==> src/hdl/aesPkg.sv <==
// AES-128 definitions
`default_nettype none

package aesPkg;

  localparam int blockWidth = 128;
  localparam int numRounds = 10;
  localparam logic [7:0] rconFirst = 8'h01;

  // column 0 sits in the top word, row 0 in the top byte of each column
  typedef union packed {
    logic [blockWidth-1:0] word;
    logic [3:0][3:0][7:0] col;
  } aesState;

  // multiply by 2 in GF(2^8)
  function automatic logic [7:0] xtime(input logic [7:0] b);
    return {b[6:0], 1'b0} ^ (b[7] ? 8'h1b : 8'h00);
  endfunction

  // round constant for a zero-based round index
  function automatic logic [7:0] roundConst(input int idx);
    logic [7:0] rc;
    rc = rconFirst;
    for (int i = 0; i < idx; i++) begin
      rc = xtime(rc);
    end
    return rc;
  endfunction

  function automatic logic [7:0] sbox(input logic [7:0] b);
    logic [0:255][7:0] lut;
    lut = {128'h637c777bf26b6fc53001672bfed7ab76,
           128'hca82c97dfa5947f0add4a2af9ca472c0,
           128'hb7fd9326363ff7cc34a5e5f171d83115,
           128'h04c723c31896059a071280e2eb27b275,
           128'h09832c1a1b6e5aa0523bd6b329e32f84,
           128'h53d100ed20fcb15b6acbbe394a4c58cf,
           128'hd0efaafb434d338545f9027f503c9fa8,
           128'h51a3408f929d38f5bcb6da2110fff3d2,
           128'hcd0c13ec5f974417c4a77e3d645d1973,
           128'h60814fdc222a908846eeb814de5e0bdb,
           128'he0323a0a4906245cc2d3ac629195e479,
           128'he7c8376d8dd54ea96c56f4ea657aae08,
           128'hba78252e1ca6b4c6e8dd741f4bbd8b8a,
           128'h703eb5664803f60e613557b986c11d9e,
           128'he1f8981169d98e949b1e87e9ce5528df,
           128'h8ca1890dbfe6426841992d0fb054bb16};
    return lut[b];
  endfunction

  function automatic logic [31:0] subWord(input logic [31:0] w);
    return {sbox(w[31:24]), sbox(w[23:16]), sbox(w[15:8]), sbox(w[7:0])};
  endfunction

  function automatic aesState subBytes(input aesState s);
    aesState o;
    for (int c = 0; c < 4; c++) begin
      o.col[c] = subWord(s.col[c]);
    end
    return o;
  endfunction

  // row r rotates left by r columns
  function automatic aesState shiftRows(input aesState s);
    aesState o;
    for (int c = 0; c < 4; c++) begin
      for (int r = 0; r < 4; r++) begin
        o.col[3-c][3-r] = s.col[3-((c+r)%4)][3-r];
      end
    end
    return o;
  endfunction

  // 2a ^ 3b ^ c ^ d per byte, written as t ^ a ^ xtime(a ^ b)
  function automatic logic [31:0] mixColumn(input logic [31:0] c);
    logic [7:0] a0;
    logic [7:0] a1;
    logic [7:0] a2;
    logic [7:0] a3;
    logic [7:0] t;
    a0 = c[31:24];
    a1 = c[23:16];
    a2 = c[15:8];
    a3 = c[7:0];
    t = a0 ^ a1 ^ a2 ^ a3;
    return {a0 ^ t ^ xtime(a0 ^ a1),
            a1 ^ t ^ xtime(a1 ^ a2),
            a2 ^ t ^ xtime(a2 ^ a3),
            a3 ^ t ^ xtime(a3 ^ a0)};
  endfunction

  function automatic logic [blockWidth-1:0] nextRoundKey(
    input logic [blockWidth-1:0] k,
    input logic [7:0] rc
  );
    logic [31:0] temp;
    logic [31:0] w0;
    logic [31:0] w1;
    logic [31:0] w2;
    logic [31:0] w3;
    temp = subWord({k[23:0], k[31:24]}) ^ {rc, 24'h000000};
    w0 = k[127:96] ^ temp;
    w1 = k[95:64] ^ w0;
    w2 = k[63:32] ^ w1;
    w3 = k[31:0] ^ w2;
    return {w0, w1, w2, w3};
  endfunction

endpackage

`default_nettype wire

==> src/hdl/roundIf.sv <==
// Pipeline stage link
`default_nettype none

interface roundIf;

  logic valid;
  logic ready;
  aesPkg::aesState state;
  logic [aesPkg::blockWidth-1:0] roundKey;

  modport source (output valid, output state, output roundKey, input ready);

  modport sink (input valid, input state, input roundKey, output ready);

endinterface

`default_nettype wire

==> src/hdl/aesFeeder.sv <==
// AES input stage
`default_nettype none

module aesFeeder (
  input  wire                           CLK,
  input  wire                           RST,
  input  wire                           keyValid,
  input  wire [aesPkg::blockWidth-1:0]  key,
  input  wire                           inValid,
  output logic                          inReady,
  input  wire [aesPkg::blockWidth-1:0]  inData,
  roundIf.source                        down
);

  logic [aesPkg::blockWidth-1:0] keyReg;
  logic [aesPkg::blockWidth-1:0] roundKeyReg;
  aesPkg::aesState stateReg;
  logic validReg;

  assign inReady = !validReg || down.ready;

  always_ff @(posedge CLK or negedge RST) begin
    if (!RST) begin
      validReg <= 1'b0;
    end else if (inReady) begin
      validReg <= inValid;
    end
  end

  // a block taken on the load edge still sees the old key
  always_ff @(posedge CLK) begin
    if (keyValid) begin
      keyReg <= key;
    end
  end

  // initial AddRoundKey
  always_ff @(posedge CLK) begin
    if (inValid && inReady) begin
      stateReg.word <= inData ^ keyReg;
      roundKeyReg <= keyReg;
    end
  end

  assign down.valid = validReg;
  assign down.state = stateReg;
  assign down.roundKey = roundKeyReg;

endmodule

`default_nettype wire

==> src/flat_wrapper.sv <==
// flat-port wrapper written by rule: the top's interface ports become plain ports
module aesFeeder_flat 
  (CLK, RST, keyValid, key, inValid, inReady, inData, down_valid, down_state, down_roundKey, down_ready);
  roundIf down_i ();
  input  wire CLK;
  input  wire RST;
  input  wire keyValid;
  input  wire [aesPkg::blockWidth-1:0] key;
  input  wire inValid;
  output logic inReady;
  input  wire [aesPkg::blockWidth-1:0] inData;
  output wire logic [$bits(down_i.valid)-1:0] down_valid;
  output wire logic [$bits(down_i.state)-1:0] down_state;
  output wire logic [$bits(down_i.roundKey)-1:0] down_roundKey;
  input wire logic [$bits(down_i.ready)-1:0] down_ready;
  assign down_valid = down_i.valid;
  assign down_state = down_i.state;
  assign down_roundKey = down_i.roundKey;
  assign down_i.ready = down_ready;
  aesFeeder u_core (.CLK(CLK), .RST(RST), .keyValid(keyValid), .key(key), .inValid(inValid), .inReady(inReady), .inData(inData), .down(down_i));
endmodule
==> config.mk <==
export PLATFORM = sky130hd
export DESIGN_NAME = aesFeeder_flat
export DESIGN_NICKNAME = d
export VERILOG_FILES = /design/src/hdl/aesPkg.sv /design/src/hdl/roundIf.sv /design/src/hdl/aesFeeder.sv /design/src/flat_wrapper.sv
export SDC_FILE = /design/constraint.sdc
export NUM_CORES = 1
export LEC_CHECK = 0
export BUFFER_PORTS_ARGS = -buffer_cell sky130_fd_sc_hd__buf_2
export CAP_MARGIN = 20
export CORE_AREA = 2 2 204 206
export DETAILED_ROUTE_END_ITERATION = 12
export DIE_AREA = 0 0 206 208
export SYNTH_ARGS = -nofsm -noshare
export SYNTH_HDL_FRONTEND = slang
export SYNTH_SLANG_ARGS = --single-unit
export TNS_END_PERCENT = 10
==> constraint.sdc <==
create_clock -name CLK -period 6.89 [get_ports CLK]
set_input_delay 0.689 -clock CLK [delete_from_list [all_inputs] [get_ports CLK]]
set_output_delay 0.689 -clock CLK [all_outputs]
set_load 0.005 [all_outputs]
==> impl_metrics.yaml <==
detailed_routing:
  wl_per_cell_um: 18.1
  antenna_left: 0
  drc_errors: 0
  via_count: 6669
  drt_pass1_iterations: 4
  viasPerCell: 4.06
  wl_mm: 29.8
  dr.first_iter.drc_count: 287
clock_network:
  cts_buffers: 41
  cts_buffer_depth: 3
  htreeDepth: 2
  path_clk_slew_ns: 0.06
  root_buffer: "clkbuf_16"
  clock_latency_ns: 0.54
  cts_tree: "done"
  cts.sinks: 385
sta:
  setup_viol: 0
  final.setup.tns_ns: 0
  rsz0062_at_grt: "false"
  min_period_over_period: 0.348
  worst_clock_skew_ns: 0.0163
  min_period_ns: 2.40
  finalHoldWorstSlack_ns: 0.323
  hold_viol: 0
  maxSlewViolCount: 0
  worstMarginPinSlew_ns: 0.932
  relSlewSlack: 0.379
  max_freq_mhz: 418
die:
  ios: 519
  start_util: 0.313
  fp.dieH_um: 208
  die_width_um: 206
  rows: 74
  core_area_um2: 40600
  design.die.area_um2: 42800
worst_setup_path:
  worstSetupStartpointType: "register"
  required_ns: 7.04
  critPathKind: "register to register"
  crit_path_max_fanout: 145
  rr_worst_depth: 3
  critical_path_arrival_ns: 2.54
  rr_startpoint: "u_core.down.valid"
  end_kind: "register"
  cp-startpoint: "u_core.down.valid"
  reg2reg_slack_ns: 4.49
finish:
  final_common_cell: "buf_2"
  utilization: 0.425
  stdcell_area_um2: 17200
  final_nets: 1342
  layout-drive-gt1-share: 0.519
  final_cell_mix: "buf_2, edfxtp_1, xor2_1, clkbuf_16, clkbuf_1"
  area_growth_pct: 35.6
yosys:
  netlist_area_um2: 12700
  synth_cell_type_count: 6
  synth_area_per_cell_um2: 24.6
  ys_seq_area_frac: 0.910
  synth_top_area_share: 0.908
  synthTopCellsByArea: "edfxtp_1, xor2_1, dfrtp_1"
  synth_warnings: 0
  synthCells: 516
  synthesis.nets: 777
  synth_top_area_cell: "edfxtp_1"
  ys_ff_latch: 385
flow_run:
  maxCapViolCount: 0
grt:
  grt_max_degree: 146
  globalRouteMet2Util: 0.232
  grt_pass1_vias: 6982
  track_usage: 0.135
  grt.busiest_layer: "met2"
  grt_pass1_wl_mm: 42.5
  antenna_found_initial: 5
  overflow: 0
  met1_usage: 0.148
  grtUsageMet3: 0.0531
placed_design:
  gp_congestion: 0.832
  portBuffers: 518
  postPlaceCellArea_um2: 16000
  dp_hpwl_mm: 21.9
power_and_ir_drop:
  max-vdd-ir-drop_uv: 222
  leakage_nw: 6.92
  powerDensity_nw_per_um2: 304
hold_path:
  min_from: "key[45]"
  min_path_cells: 1
  min_path_type: "primary input to register"
status:
  status: "finished, final reports clean"
worst max-delay path, cell delays in order (launching register included):
cell and delay, ns:
dfrtp_1 0.40, nand2b_4 0.08, and2_4 0.68, buf_12 0.56
timing repair:
| item | in CTS | in global routing |
|---|---|---|
| buffers inserted | 0 | 0 |
| hold buffers | 1 | 0 |
| resized for setup | 0 | 0 |
| endpoints found under the setup margin | 0 | 0 |
| hold endpoints to repair | 1 | 0 |
power by group:
group	internal [mW]	switching [mW]	total, mW
Clock	1.17	0.861	2.03
Combinational	0.160	0.178	0.338
Sequential	2.81	0.0706	2.88
layout make-up:
class | count | area, µm²
clock buffer | 51 | 1060
sequential | 385 | 11600
antenna | 3 | 7.51
multi-input combinational | 131 | 1150
clock inverter | 19 | 149
fill | 3673 | 23300
tap | 532 | 666
timing repair buffer | 522 | 2640
cells in the mapped netlist:
library cell  number
nand2b_4           1
and2_4             1
nand2b_1           1
dfrtp_1            1
xor2_1           128
edfxtp_1         384
final timing paths:
check,endpoint
max,u_core.down.roundKey[6]
min in group asynchronous,u_core.down.valid
max in group asynchronous,u_core.down.valid
max reg2reg,u_core.down.roundKey[6]
min reg2reg,u_core.down.roundKey[66]
min,u_core.keyReg[45]
cells by family (layout without fill, tap and decap cells):
logic type / Yosys count / in the layout / share of synthesized area
DFF: 385 / 385 / 0.910
xor gates and xnor gates: 128 / 128 / 0.0882
and+or+nand+nor: 3 / 3 / 0.00227
other: 0 / 3 / 0
buffers and inverters: 0 / 592 / 0
layer usage:
metal | vias to the layer above | wire (µm)
li1 | 3113 | -
met3 | 58 | 2860
met5 | - | 28
met4 | 4 | 845
met2 | 308 | 15100
met1 | 3186 | 10900
per-stage QoR:
stage	std cells	total power, mW	setup WS, ns
5_1_grt	1642	5.45	4.36
2_1_floorplan	516	3.01	3.84
3_5_place_dp	1569	3.28	4.12
3_3_place_gp	1569	3.26	4.16
4_1_cts	1640	5.32	4.52
6_report	1643	5.25	4.49
sequential cells by signal, indices dropped and copies added, names as in the netlist:
register / flops
u_core.down.roundKey: 128
u_core.down.state: 128
u_core.keyReg: 128
u_core.down.valid: 1
Note: power is estimated with default switching activity, not from simulation.
